`src/logic/fetchPkg.sv`:
```
package fetchPkg;

    // byte address
    typedef logic [31:0] addr_t;

    // full instruction word
    typedef logic [31:0] insn_t;

    // one halfword, the unit the buffer stores
    typedef logic [15:0] half_t;

    localparam int INSN_WIDTH = $bits(insn_t);
    localparam int LINE_WIDTH = 64;

    // words per memory line
    localparam int INSN_PER_LINE = LINE_WIDTH / INSN_WIDTH;

    // byte offset bits inside a word and inside a line
    localparam int INSN_OFFSET_WIDTH = $clog2(INSN_WIDTH / 8);
    localparam int LINE_OFFSET_WIDTH = $clog2(LINE_WIDTH / 8);

    // word 0 sits at the lower address
    typedef insn_t [INSN_PER_LINE-1:0] line_t;

    // one buffered halfword with its own pc
    typedef struct packed {
        addr_t pc;
        logic  fault;
        half_t insn;
    } insnEntry_t;

    // what the aligner can make of the buffer heads
    typedef enum logic [1:0] {
        ALIGN_NONE,
        ALIGN_COMPRESSED,
        ALIGN_FULL,
        ALIGN_FAULT
    } alignKind_t;

endpackage

```
`src/logic/fetchUnitIf.sv`:
```
`timescale 1ns/1ps

interface fetchUnitIf import fetchPkg::*; ();

    // fetch unit side
    addr_t pc;
    line_t iCacheLine;
    logic  valid;
    logic  fault;

    // fetch stage side
    addr_t nextPc;
    logic  flush;
    logic  stall;

    modport FetchUnit (
        output pc, iCacheLine, valid, fault,
        input  nextPc, flush, stall
    );

    modport FetchStage (
        input  pc, iCacheLine, valid, fault,
        output nextPc, flush, stall
    );

endinterface

```
`src/logic/insnBufferIf.sv`:
```
`timescale 1ns/1ps

interface insnWriteIf import fetchPkg::*; #(
    parameter int BufferDepth = 8
) ();
    // room for a count from 0 up to the full depth
    localparam int CountWidth = $clog2(BufferDepth) + 1;

    logic                  writeLow;
    logic                  writeHigh;
    insnEntry_t            writeEntryLow;
    insnEntry_t            writeEntryHigh;
    logic [CountWidth-1:0] writableEntryCount;

    modport FetchStage (
        output writeLow, writeHigh, writeEntryLow, writeEntryHigh,
        input  writableEntryCount
    );

    modport Buffer (
        input  writeLow, writeHigh, writeEntryLow, writeEntryHigh,
        output writableEntryCount
    );

endinterface

interface insnReadIf import fetchPkg::*; #(
    parameter int BufferDepth = 8
) ();
    localparam int CountWidth = $clog2(BufferDepth) + 1;

    // two oldest entries, valid up to count
    insnEntry_t            head0;
    insnEntry_t            head1;
    logic [CountWidth-1:0] count;
    logic                  pop1;
    logic                  pop2;
    logic                  flush;

    modport Buffer (
        output head0, head1, count,
        input  pop1, pop2, flush
    );

    modport Aligner (
        input  head0, head1, count,
        output pop1, pop2, flush
    );

endinterface

```
`src/logic/fetchUnit.sv`:
```
`timescale 1ns/1ps

module fetchUnit import fetchPkg::*; #(
    parameter int    MemLines = 16,
    parameter addr_t ResetPc  = '0
) (
    input  logic                        clk,
    input  logic                        rstN,
    input  logic                        memWe,
    input  logic [$clog2(MemLines)-1:0] memAddr,
    input  line_t                       memData,
    fetchUnitIf.FetchUnit               fetch
);
    localparam int IndexWidth = $clog2(MemLines);

    // instruction memory, one line per entry
    line_t mem [MemLines];

    addr_t                 pc;
    logic [IndexWidth-1:0] lineIndex;
    logic                  outOfRange;
    logic                  consume;

    // program load port
    // only written while redirect keeps the front end idle
    always_ff @(posedge clk) begin
        if (memWe) begin
            mem[memAddr] <= memData;
        end
    end

    always_comb begin
        lineIndex = pc[LINE_OFFSET_WIDTH +: IndexWidth];
        // any line index at or past MemLines is outside memory
        outOfRange = (pc >> LINE_OFFSET_WIDTH) >= addr_t'(MemLines);
        consume = fetch.valid && !fetch.stall;
    end

    // combinational read from the registered pc
    always_comb begin
        fetch.pc = pc;
        fetch.fault = outOfRange;
        // faulting fetches return zeros
        if (outOfRange) begin
            fetch.iCacheLine = '0;
        end else begin
            fetch.iCacheLine = mem[lineIndex];
        end
        // nothing offered while the pc is being replaced
        fetch.valid = !fetch.flush;
    end

    // pc update
    always_ff @(posedge clk or negedge rstN) begin
        if (!rstN) begin
            pc <= ResetPc;
        end else if (fetch.flush) begin
            // redirect target, may point at the upper halfword
            pc <= fetch.nextPc;
        end else if (consume) begin
            // on to the next word boundary
            // the stage takes one word of the line per fetch
            pc <= {pc[31:INSN_OFFSET_WIDTH] + 1'b1, {INSN_OFFSET_WIDTH{1'b0}}};
        end
    end

endmodule

```
`src/logic/fetchStage.sv`:
```
`timescale 1ns/1ps

module fetchStage import fetchPkg::*; (
    input  logic           clk,
    input  logic           rstN,
    input  logic           ctrlFlush,
    input  addr_t          ctrlNextPc,
    fetchUnitIf.FetchStage fetchUnit,
    insnWriteIf.FetchStage insnBuffer
);
    localparam int IndexWidth = $clog2(INSN_PER_LINE);

    logic                  upperHalf;
    logic [IndexWidth-1:0] wordIndex;
    insn_t                 word;
    addr_t                 wordPc;
    logic                  armed;
    logic                  stall;
    logic                  push;

    // held back for the first cycle out of reset
    always_ff @(posedge clk or negedge rstN) begin
        if (!rstN) begin
            armed <= 1'b0;
        end else begin
            armed <= 1'b1;
        end
    end

    always_comb begin
        // pc on the upper halfword, low half already behind us
        upperHalf = fetchUnit.pc[1];
        wordIndex = fetchUnit.pc[INSN_OFFSET_WIDTH +: IndexWidth];
        word = fetchUnit.iCacheLine[wordIndex];
        wordPc = {fetchUnit.pc[31:INSN_OFFSET_WIDTH], {INSN_OFFSET_WIDTH{1'b0}}};
        // a word can need two slots
        stall = !armed || insnBuffer.writableEntryCount < 2;
        push = fetchUnit.valid && !stall;
    end

    // control back to the fetch unit
    always_comb begin
        fetchUnit.nextPc = ctrlNextPc;
        fetchUnit.flush = ctrlFlush;
        fetchUnit.stall = stall;
    end

    // halfword entries, low always ahead of high
    always_comb begin
        insnBuffer.writeLow = push && !upperHalf;
        insnBuffer.writeHigh = push;

        insnBuffer.writeEntryLow.pc = wordPc;
        insnBuffer.writeEntryLow.fault = fetchUnit.fault;
        insnBuffer.writeEntryLow.insn = word[15:0];

        insnBuffer.writeEntryHigh.pc = wordPc + addr_t'(2);
        insnBuffer.writeEntryHigh.fault = fetchUnit.fault;
        insnBuffer.writeEntryHigh.insn = word[31:16];
    end

endmodule

```
`src/logic/insnBuffer.sv`:
```
`timescale 1ns/1ps

module insnBuffer import fetchPkg::*; #(
    parameter int BufferDepth = 8
) (
    input  logic       clk,
    input  logic       rstN,
    insnWriteIf.Buffer wr,
    insnReadIf.Buffer  rd
);
    localparam int PtrWidth   = $clog2(BufferDepth);
    localparam int CountWidth = PtrWidth + 1;

    // circular halfword storage
    insnEntry_t entries [BufferDepth];

    logic [PtrWidth-1:0]   wrPtr;
    logic [PtrWidth-1:0]   rdPtr;
    logic [CountWidth-1:0] used;

    logic [PtrWidth-1:0] highSlot;
    logic [PtrWidth-1:0] nextRd;
    logic [1:0]          pushCount;
    logic [1:0]          popCount;

    always_comb begin
        // high lands one slot behind low when both arrive
        if (wr.writeLow) begin
            highSlot = wrPtr + 1'b1;
        end else begin
            highSlot = wrPtr;
        end
        nextRd = rdPtr + 1'b1;
        pushCount = {1'b0, wr.writeLow} + {1'b0, wr.writeHigh};
        // aligner never raises both pops
        if (rd.pop2) begin
            popCount = 2'd2;
        end else begin
            popCount = {1'b0, rd.pop1};
        end
    end

    // storage write
    always_ff @(posedge clk) begin
        if (!rd.flush) begin
            if (wr.writeLow) begin
                entries[wrPtr] <= wr.writeEntryLow;
            end
            if (wr.writeHigh) begin
                entries[highSlot] <= wr.writeEntryHigh;
            end
        end
    end

    // pointers and occupancy
    // flush wins over any push or pop in the same cycle
    always_ff @(posedge clk or negedge rstN) begin
        if (!rstN) begin
            wrPtr <= '0;
            rdPtr <= '0;
            used <= '0;
        end else if (rd.flush) begin
            wrPtr <= '0;
            rdPtr <= '0;
            used <= '0;
        end else begin
            wrPtr <= wrPtr + PtrWidth'(pushCount);
            rdPtr <= rdPtr + PtrWidth'(popCount);
            used <= used + CountWidth'(pushCount) - CountWidth'(popCount);
        end
    end

    // read side
    always_comb begin
        rd.head0 = entries[rdPtr];
        // only meaningful once count reaches 2
        rd.head1 = entries[nextRd];
        rd.count = used;
    end

    // free slots for the stage's stall
    always_comb begin
        wr.writableEntryCount = CountWidth'(BufferDepth) - used;
    end

endmodule

```
`src/logic/insnAligner.sv`:
```
`timescale 1ns/1ps

module insnAligner import fetchPkg::*; (
    input  logic        clk,
    input  logic        rstN,
    input  logic        redirect,
    input  logic        insnReady,
    insnReadIf.Aligner  rd,
    output logic        insnValid,
    output insn_t       insn,
    output addr_t       insnPc,
    output logic        insnCompressed,
    output logic        insnFault
);
    alignKind_t kind;
    logic       outEnable;
    logic       accept;

    // output kept quiet for one cycle after reset or redirect
    always_ff @(posedge clk or negedge rstN) begin
        if (!rstN) begin
            outEnable <= 1'b0;
        end else begin
            outEnable <= !redirect;
        end
    end

    // classify the oldest halfword
    always_comb begin
        if (rd.count == '0) begin
            kind = ALIGN_NONE;
        end else if (rd.head0.fault) begin
            kind = ALIGN_FAULT;
        end else if (rd.head0.insn[1:0] != 2'b11) begin
            kind = ALIGN_COMPRESSED;
        end else if (rd.count >= 2) begin
            // both halves present, may straddle a line
            kind = ALIGN_FULL;
        end else begin
            // upper half not fetched yet
            kind = ALIGN_NONE;
        end
    end

    // outputs straight from the heads
    always_comb begin
        insnValid = outEnable && !redirect && kind != ALIGN_NONE;
        insnPc = rd.head0.pc;
        insnFault = kind == ALIGN_FAULT;
        // faults also take a single halfword slot
        insnCompressed = kind == ALIGN_COMPRESSED || kind == ALIGN_FAULT;
        if (kind == ALIGN_FULL) begin
            insn = {rd.head1.insn, rd.head0.insn};
        end else begin
            insn = insn_t'(rd.head0.insn);
        end
    end

    // pops on acceptance only
    always_comb begin
        accept = insnValid && insnReady;
        rd.pop1 = accept && kind != ALIGN_FULL;
        rd.pop2 = accept && kind == ALIGN_FULL;
        // redirect drops everything buffered
        rd.flush = redirect;
    end

endmodule

```
`src/logic/fetchTop.sv`:
```
`timescale 1ns/1ps

module fetchTop import fetchPkg::*; #(
    parameter int    MemLines    = 16,
    parameter int    BufferDepth = 8,
    parameter addr_t ResetPc     = '0
) (
    input  logic                        clk,
    input  logic                        rstN,
    input  logic                        memWe,
    input  logic [$clog2(MemLines)-1:0] memAddr,
    input  line_t                       memData,
    input  logic                        redirect,
    input  addr_t                       redirectPc,
    output logic                        insnValid,
    input  logic                        insnReady,
    output insn_t                       insn,
    output addr_t                       insnPc,
    output logic                        insnCompressed,
    output logic                        insnFault
);
    // unit to stage
    fetchUnitIf fetchBus ();

    // stage to buffer, buffer to aligner
    insnWriteIf #(.BufferDepth(BufferDepth)) writeBus ();
    insnReadIf  #(.BufferDepth(BufferDepth)) readBus ();

    fetchUnit #(
        .MemLines (MemLines),
        .ResetPc  (ResetPc)
    ) unit (
        .clk     (clk),
        .rstN    (rstN),
        .memWe   (memWe),
        .memAddr (memAddr),
        .memData (memData),
        .fetch   (fetchBus.FetchUnit)
    );

    // redirect restarts fetch at redirectPc
    fetchStage stage (
        .clk        (clk),
        .rstN       (rstN),
        .ctrlFlush  (redirect),
        .ctrlNextPc (redirectPc),
        .fetchUnit  (fetchBus.FetchStage),
        .insnBuffer (writeBus.FetchStage)
    );

    insnBuffer #(
        .BufferDepth (BufferDepth)
    ) buffer (
        .clk  (clk),
        .rstN (rstN),
        .wr   (writeBus.Buffer),
        .rd   (readBus.Buffer)
    );

    // same redirect also empties the buffer
    insnAligner aligner (
        .clk            (clk),
        .rstN           (rstN),
        .redirect       (redirect),
        .insnReady      (insnReady),
        .rd             (readBus.Aligner),
        .insnValid      (insnValid),
        .insn           (insn),
        .insnPc         (insnPc),
        .insnCompressed (insnCompressed),
        .insnFault      (insnFault)
    );

endmodule

```
`config.mk`:
```
export PLATFORM = sky130hd
export DESIGN_NAME = fetchTop
export DESIGN_NICKNAME = d
export VERILOG_FILES = /design/src/logic/fetchPkg.sv /design/src/logic/fetchUnitIf.sv /design/src/logic/insnBufferIf.sv /design/src/logic/fetchUnit.sv /design/src/logic/fetchStage.sv /design/src/logic/insnBuffer.sv /design/src/logic/insnAligner.sv /design/src/logic/fetchTop.sv
export SDC_FILE = /design/constraint.sdc
export NUM_CORES = 1
export LEC_CHECK = 0
export BUFFER_PORTS_ARGS = -buffer_cell sky130_fd_sc_hd__buf_2
export CELL_PAD_IN_SITES_DETAIL_PLACEMENT = 0
export CELL_PAD_IN_SITES_GLOBAL_PLACEMENT = 1
export CORE_MARGIN = 2
export CORE_UTILIZATION = 55
export CTS_CLUSTER_SIZE = 20
export DETAILED_ROUTE_END_ITERATION = 7
export PLACE_DENSITY_LB_ADDON = 0.08
export SETUP_SLACK_MARGIN = 0.2
export SYNTH_ARGS = -nofsm -noshare
export SYNTH_HDL_FRONTEND = slang
export SYNTH_HIERARCHICAL = 1
export SYNTH_SLANG_ARGS = --single-unit
```
`constraint.sdc`:
```
create_clock -name clk -period 7.35 [get_ports clk]
set_input_delay 1.1025 -clock clk [delete_from_list [all_inputs] [get_ports clk]]
set_output_delay 1.1025 -clock clk [all_outputs]
set_load 0.03 [all_outputs]
```
==> results of run 1 <==
## metal layers
metal | GRT usage (%) | vias up | wire length, microns | part of all wire, %
met5 | 0 | - | 82 | 0.053
met4 | 8.832 | 12 | 4928 | 3.2
met3 | 4.255 | 260 | 10070 | 6.5
met2 | 45.36 | 1172 | 79310 | 51
met1 | 34.62 | 16490 | 60010 | 39
li1 | - | 13240 | - | -
## critical path: cells and delay by family, from the launching register on
family	cells	cell delay [ns]
flip-flops	1	1.12
multiplexers	2	0.50
AND/OR/NAND/NOR	1	0.61
adder cells (fa/ha/maj)	1	0.98
buffers and inverters	1	0.32
## metrics by stage
| step | hold slack [ns] | cells | utilization [%] | total power, W | worst slack [ns] |
|---|---|---|---|---|---|
| 3_5_place_dp | 0.4987 | 4615 | 56.94 | 0.01318 | 2.095 |
| 3_3_place_gp | 0.4996 | 4615 | 56.94 | 0.01309 | 2.115 |
| 4_1_cts | 0.5131 | 4886 | 61.16 | 0.02061 | 1.860 |
| 6_report | 0.5149 | 4886 | 61.16 | 0.02042 | 1.954 |
| 5_1_grt | 0.5436 | 4886 | 61.16 | 0.02113 | 1.739 |
| 2_1_floorplan | 0.4636 | 3201 | - | 0.01251 | 0.2959 |
## where the power goes
part / internal [W] / switching, W
logic: 0.00155 / 0.00170
clock network: 0.00431 / 0.00316
registers: 0.00944 / 0.000263
## cell type report
type                       instances  area share (%)
sequential                      1459           62.20
multi-input combinational       1374           25.91
clock buffer                     198           5.897
tap                             1512           2.698
timing repair buffer             251           2.188
clock inverter                    73           1.003
inverter                          19          0.1017
## sequential cells by signal (all words and copies together), names as in the netlist
name and count:
unit/fetch.pc 31, unit/mem 1024, buffer/entries 392, stage/armed 1, buffer/rdPtr 3, aligner/outEnable 1, buffer/rd.count 4, buffer/wrPtr 3
## worst min path at each step
stage                                 start                             to  slack (ns)
2_1_floorplan  unit/fetch.pc[1]$_DFFE_PN0P_   unit/fetch.pc[1]$_DFFE_PN0P_        0.46
3_3_place_gp   unit/fetch.pc[1]$_DFFE_PN0P_   unit/fetch.pc[1]$_DFFE_PN0P_        0.50
3_5_place_dp   unit/fetch.pc[1]$_DFFE_PN0P_   unit/fetch.pc[1]$_DFFE_PN0P_        0.50
4_1_cts                      redirectPc[15]  unit/fetch.pc[15]$_DFFE_PN0P_        0.51
5_1_grt        unit/fetch.pc[1]$_DFFE_PN0P_   unit/fetch.pc[1]$_DFFE_PN0P_        0.54
6_report       unit/fetch.pc[1]$_DFFE_PN0P_   unit/fetch.pc[1]$_DFFE_PN0P_        0.51
==> impl_metrics.ini, run 1 <==
[layout]
final_cell_mix = edfxtp_1 (1416), mux4_2 (386), mux2_2 (310), buf_2 (170), clkbuf_16 (159)
layout-drive-gt1-share_pct = 38.50
nets = 3378
area_delta_synth_final_pct = 9.962
multiInputGateArea_sq_um = 18170
final_common_cell = edfxtp_1
fillerInstances = 8074
n_antenna_cell = 0
seq_area_sq_um = 43610
final_area_sq_um = 70120

[worst_setup_path]
crit_path_start_kind = flip-flop
r2r_cells = 12
r2r-start = buffer/rdPtr[0]$_DFF_PN0_
critPathKind = reg -> out
slowest_delay_ns = 1.12
crit_required_ns = 6.25
crit_slowest_cell = dfrtp_4
r2r_end = buffer/rd.count[3]$_DFF_PN0_
cp-end-kind = output pin
path_max_fanout = 57
cp.arrival_ns = 4.29
cp_cell_sequence = ha_2 > mux4_2 > mux2_2 > nor3b_1 > buf_2
crit_path_end = insn[28]
crit_start = buffer/rdPtr[0]$_DFF_PN0_
regToRegSetupSlack_ns = 2.84

[timing]
final_hold_viol_count = 0
clock_skew_ns = 0.02386
max_slew_margin_pct = 26.61
slew_viol_final = 0
setup_viol = 0
fmax_mhz = 185.3
rsz0062_at_grt = no
fin_crit_sh_pct = 73.42
setup-tns-final_ns = 0
tightest_slew_ns = 1.097
post-route-min-period_ns = 5.396

[floorplan]
initial_core_util_pct = 55.62
top_level_ports = 172
coreArea_sq_um = 114700
die_y_microns = 344.5
die_x_microns = 344.5
row_count = 124
dieArea_sq_um = 118700

[pwr]
p_leak_nw = 22.78
max-vdd-ir-drop_uv = 223.3
power_density_nw_per_um2 = 291.2

[route]
totalWireLength_mm = 154.4
drt_iter0_drc = 2867
drc = 0
wl_per_cell_microns = 31.60
vias_per_cell = 6.380
final_antenna_net_count = 0
vias = 31180
first_pass_iters = 6

[placed_design]
dp_hpwl_mm = 85.14
port-buffer-count = 170
dpl_cell_area_sq_um = 65280
place_congestion = 0.7910

[clock_tree]
cts_tree = done
clk_latency_ns = 0.77
cts_setup_buffers = 0
holdBufCountCts = 0
cts_buffer_depth = 3
cts-resized-gates = 0
htree_num_levels = 4
cts.sinks = 1459
clk_pin_slew_worst_paths_ns = 0.06
clockRootBuffer = clkbuf_16
cts_made_buffers = 153

[yosys]
synth_warnings = 6
synthCells = 3198
syn_area_sq_um = 63770
avgSynthCellArea_sq_um = 19.94

[job]
drv_cap = 0

[global_route]
grtUsageTotal_pct = 26.42
grt_pass1_wl_mm = 222.5
antenna_found_initial = 18
grt_max_degree = 135
grt_overflow = 0
grt_pass1_vias = 32550

[min_path]
hold_depth = 1
hold_path_class = reg -> reg

[run_status]
outcome = completed
No activity file was read; power rests on OpenSTA's default activity.
==> inputs of run 2 (changes only) <==
clock period = 5.3 ns   (was 7.35 ns; I/O delays follow)
==> impl_metrics.ini, run 2 (same netlist as run 1, synthesis figures left out) <==
[timing]
tightest_slew_ns = 1.154
fmax_mhz = 211.4
whs_ns = 0.1354
clock_skew_ns = 0.03148
post-route-min-period_ns = 4.730
max_slew_margin_pct = 22.84
final_hold_viol_count = 0
setup_viol = 0
fin_ws_ns = 0.5696
slew_viol_final = 0
fin_crit_sh_pct = 89.25
rsz0062_at_grt = no
setup-tns-final_ns = 0

[worst_setup_path]
crit_required_ns = 4.51
cp.arrival_ns = 3.94
regToRegSetupSlack_ns = 0.94
crit_path_start_kind = flip-flop
cp-end-kind = output pin
r2r_cells = 11
r2r-start = buffer/rd.count[1]$_DFF_PN0_
r2r_end = buffer/entries[2][32]$_DFFE_PP_
path_max_fanout = 46
critPathKind = reg -> out

[layout]
largest_register_ffs = 1024
final_common_cell = edfxtp_1
layout-drive-gt1-share_pct = 38.58
final_cell_mix = edfxtp_1 (1416), mux4_2 (386), mux2_2 (310), buf_2 (170), clkbuf_16 (156)
largest-register = unit/mem
area_delta_synth_final_pct = 10.76
top_regs = unit/mem: 1024 flops, buffer/entries: 392 flops, unit/fetch.pc: 31 flops
nets = 3385

[floorplan]
die_y_microns = 344.5
row_count = 124
dieArea_sq_um = 118700
die_x_microns = 344.5
top_level_ports = 172
initial_core_util_pct = 55.62
coreArea_sq_um = 114700

[pwr]
seqPwrFrac_pct = 47.0
power_switching_w = 0.007168
p_total_w = 0.02854
p_leak_nw = 22.95
max-vdd-ir-drop_uv = 347.8
switching_share_pct = 25.12
power_density_nw_per_um2 = 404.1
combPwrFrac_pct = 16.2
internal_power_w = 0.02137
pwr-share-clk_pct = 36.7

[clock_tree]
htree_num_levels = 4
cts_buffer_depth = 3
cts.sinks = 1459
clk_latency_ns = 0.79
holdBufCountCts = 0
clk_pin_slew_worst_paths_ns = 0.06
cts_setup_buffers = 0
cts_made_buffers = 153
clockRootBuffer = clkbuf_16
cts-resized-gates = 0
cts_tree = done

[global_route]
grtUsageTotal_pct = 26.54
grt_pass1_wl_mm = 223.0
grt_overflow = 0
antenna_found_initial = 16
grt_pass1_vias = 32480
grt_max_degree = 81

[route]
totalWireLength_mm = 154.6
first_pass_iters = 5
final_antenna_net_count = 0
vias = 31240
drc = 0
wl_per_cell_microns = 31.54
drt_iter0_drc = 2863
vias_per_cell = 6.372

[placed_design]
port-buffer-count = 170
post-place-ws_ns = 0.9815
dp_hpwl_mm = 84.22
place_congestion = 0.8001

[job]
drv_cap = 0

[min_path]
hold_path_class = in -> async

[run_status]
outcome = completed
## run 2: critical path, stage by stage, from the launching register on
cell and delay, ns:
dfrtp_4 0.68, buf_4 0.44, buf_4 0.88, mux4_2 0.61
mux2_2 0.33, buf_2 0.20
## run 2: area by class of cell
| cell class | count | area [sq um] |
|---|---|---|
| Fill cell | 8011 | 44020 |
| Sequential cell | 1459 | 43610 |
| Multi-Input combinational cell | 1374 | 18190 |
| Clock buffer | 193 | 4053 |
| Timing Repair Buffer | 258 | 1937 |
| Tap cell | 1512 | 1892 |
| Clock inverter | 82 | 857.1 |
| Inverter | 19 | 71.32 |
| Antenna cell | 5 | 12.51 |
## run 2: how the worst max path moves through the flow
| stage | slack [ns] | startpoint | cells after the start | to |
|---|---|---|---|---|
| 2_1_floorplan | 0.1 | redirect | 9 | buffer/entries[3][0]$_DFFE_PP_ |
| 3_3_place_gp | 0.96 | buffer/rd.count[1]$_DFF_PN0_ | 11 | buffer/entries[2][29]$_DFFE_PP_ |
| 3_5_place_dp | 0.98 | buffer/rd.count[1]$_DFF_PN0_ | 11 | buffer/entries[2][32]$_DFFE_PP_ |
| 4_1_cts | 0.43 | buffer/rdPtr[1]$_DFF_PN0_ | 5 | insnPc[3] |
| 5_1_grt | 0.31 | buffer/rdPtr[1]$_DFF_PN0_ | 5 | insnPc[1] |
| 6_report | 0.57 | buffer/rdPtr[1]$_DFF_PN0_ | 5 | insnPc[1] |
## run 2: metrics by stage
stage	cells	utilization [%]	cell area, sq um
after floorplan	3201	-	63820
after global placement	4622	57.31	65710
after detailed placement	4622	57.31	65710
after CTS	4897	61.59	70620
after global routing	4900	61.60	70630
final	4902	61.60	70630
## run 2: routing by layer
layer  up-vias  GRT usage [%]  part of all wire, %
li1      13260              -                    -
met1     16660          34.95                   40
met2      1062          45.62                   52
met3       245          4.227                  5.9
met4        10          8.424                  2.7
met5         -              0                0.039
## run 2: power groups by stage
stage / registers [W] / logic (W) / clock network [W]
after floorplan: 0.0135 / 0.00389 / 0
after global placement: 0.0136 / 0.00463 / 0
after detailed placement: 0.0137 / 0.00469 / 0
after CTS: 0.0134 / 0.00471 / 0.0107
after global routing: 0.0135 / 0.00495 / 0.0111
final: 0.0134 / 0.00464 / 0.0105
==> inputs of run 3 (changes only) <==
CELL_PAD_IN_SITES_DETAIL_PLACEMENT = unset   (was 0)
CELL_PAD_IN_SITES_GLOBAL_PLACEMENT = unset   (was 1)
CORE_MARGIN = unset   (was 2)
CORE_UTILIZATION = 61   (was 55)
==> impl_metrics.ini, run 3 (same netlist as run 1, synthesis figures left out) <==
[timing]
rsz0062_at_grt = no
fmax_mhz = 205.4
final_hold_viol_count = 0
setup_viol = 0
slew_viol_final = 0
setup-tns-final_ns = 0
clock_skew_ns = 0.01926
post-route-min-period_ns = 4.868
max_slew_margin_pct = 25.29
tightest_slew_ns = 1.121
fin_crit_sh_pct = 91.85

[floorplan]
die_y_microns = 325.3
initial_core_util_pct = 61.53
die_x_microns = 325.3
coreArea_sq_um = 103600
row_count = 118
dieArea_sq_um = 105800
top_level_ports = 172

[global_route]
grt_overflow = 0
grtUsageTotal_pct = 28.46
grt_max_degree = 87
grt_pass1_vias = 32360
antenna_found_initial = 13
grt_pass1_wl_mm = 216.0

[clock_tree]
cts.sinks = 1459
cts_setup_buffers = 0
cts_tree = done
cts_buffer_depth = 3
holdBufCountCts = 0
clk_pin_slew_worst_paths_ns = 0.06
htree_num_levels = 4
cts-resized-gates = 0
clk_latency_ns = 0.75
cts_made_buffers = 149
clockRootBuffer = clkbuf_16

[pwr]
internal_power_w = 0.02107
max-vdd-ir-drop_uv = 391.1
power_switching_w = 0.006971
combPwrFrac_pct = 16.4
pwr-share-clk_pct = 35.7
p_leak_nw = 22.80
seqPwrFrac_pct = 47.9
power_density_nw_per_um2 = 399.5
switching_share_pct = 24.86

[job]
drv_cap = 0

[layout]
fillerInstances = 6652
top_regs = unit/mem: 1024 flops, buffer/entries: 392 flops, unit/fetch.pc: 31 flops
area_delta_synth_final_pct = 10.07
final_common_cell = edfxtp_1
nets = 3380
layout-drive-gt1-share_pct = 38.26
final_cell_mix = edfxtp_1 (1416), mux4_2 (386), mux2_2 (310), buf_2 (170), clkbuf_16 (154)
fin_util_pct = 67.72
largest-register = unit/mem
largest_register_ffs = 1024

[worst_setup_path]
regToRegSetupSlack_ns = 1.19
crit_path_start_kind = flip-flop
critPathKind = reg -> out
crit_required_ns = 4.51
path_max_fanout = 33
r2r_end = buffer/rd.count[2]$_DFF_PN0_
crit_path_end = insn[17]
cp.arrival_ns = 4.07
cp-end-kind = output pin
crit_start = buffer/rdPtr[1]$_DFF_PN0_
r2r-start = buffer/rdPtr[1]$_DFF_PN0_
r2r_cells = 11

[route]
totalWireLength_mm = 147.8
drc = 0
vias = 31350
drt_iter0_drc = 3367
vias_per_cell = 6.588
first_pass_iters = 6
final_antenna_net_count = 0
wl_per_cell_microns = 31.06

[placed_design]
dp_hpwl_mm = 82.36
place_congestion = 0.8290
port-buffer-count = 170

[run_status]
outcome = completed

[min_path]
hold_path_class = in -> async
-- run 3: through the flow --
stage | area, sq um | hold slack, ns | cells | total power (W) | worst slack (ns)
2_1_floorplan | 63820 | 0.4636 | 3201 | 0.01734 | 0.09544
3_3_place_gp | 65520 | 0.4869 | 4489 | 0.01819 | 1.147
5_1_grt | 70180 | 0.2522 | 4755 | 0.02894 | 0.3406
6_report | 70190 | 0.2342 | 4758 | 0.02804 | 0.4319
4_1_cts | 70170 | 0.2261 | 4752 | 0.02824 | 0.4151
3_5_place_dp | 65520 | 0.4867 | 4489 | 0.01830 | 1.104
-- run 3: area by class of cell --
type,instances,area (sq um),share of cell area [%]
Inverter,19,71.32,0.1016
Sequential cell,1459,43610,62.14
Tap cell,1380,1727,2.460
Clock buffer,189,4025,5.735
Clock inverter,74,626.9,0.8931
Antenna cell,6,15.01,0.02139
Timing Repair Buffer,257,1917,2.731
Multi-Input combinational cell,1374,18190,25.92
-- run 3: power by group through the flow --
| stage | Combinational, W | Clock (W) | Sequential, W |
|---|---|---|---|
| after floorplan | 0.00389 | 0 | 0.0135 |
| after global placement | 0.00456 | 0 | 0.0136 |
| after detailed placement | 0.00463 | 0 | 0.0137 |
| after CTS | 0.00465 | 0.0102 | 0.0134 |
| after global routing | 0.00491 | 0.0106 | 0.0135 |
| final | 0.00460 | 0.0100 | 0.0134 |
-- run 3: worst min path at each step --
stage	slack [ns]	startpoint	to
5_1_grt	0.25	redirectPc[20]	unit/fetch.pc[20]$_DFFE_PN0P_
4_1_cts	0.23	redirectPc[15]	unit/fetch.pc[15]$_DFFE_PN0P_
6_report	0.23	rstN	unit/fetch.pc[15]$_DFFE_PN0P_
3_5_place_dp	0.49	unit/fetch.pc[1]$_DFFE_PN0P_	unit/fetch.pc[1]$_DFFE_PN0P_
2_1_floorplan	0.46	unit/fetch.pc[1]$_DFFE_PN0P_	unit/fetch.pc[1]$_DFFE_PN0P_
3_3_place_gp	0.49	unit/fetch.pc[1]$_DFFE_PN0P_	unit/fetch.pc[1]$_DFFE_PN0P_
-- run 3: layer usage --
layer	track usage [%]	vias up	part of all wire (%)
met5	0	-	0.026
met4	8.470	6	2.6
met3	4.177	235	6.5
met2	49.72	1178	52
met1	37.22	16670	38
li1	-	13260	-
-- run 3: worst max-delay path: stages, from the launching register on --
cell	delay (ns)
dfrtp_4	0.73
ha_1	1.13
mux4_2	0.37
mux2_2	0.15
nor3b_1	0.60
buf_2	0.32
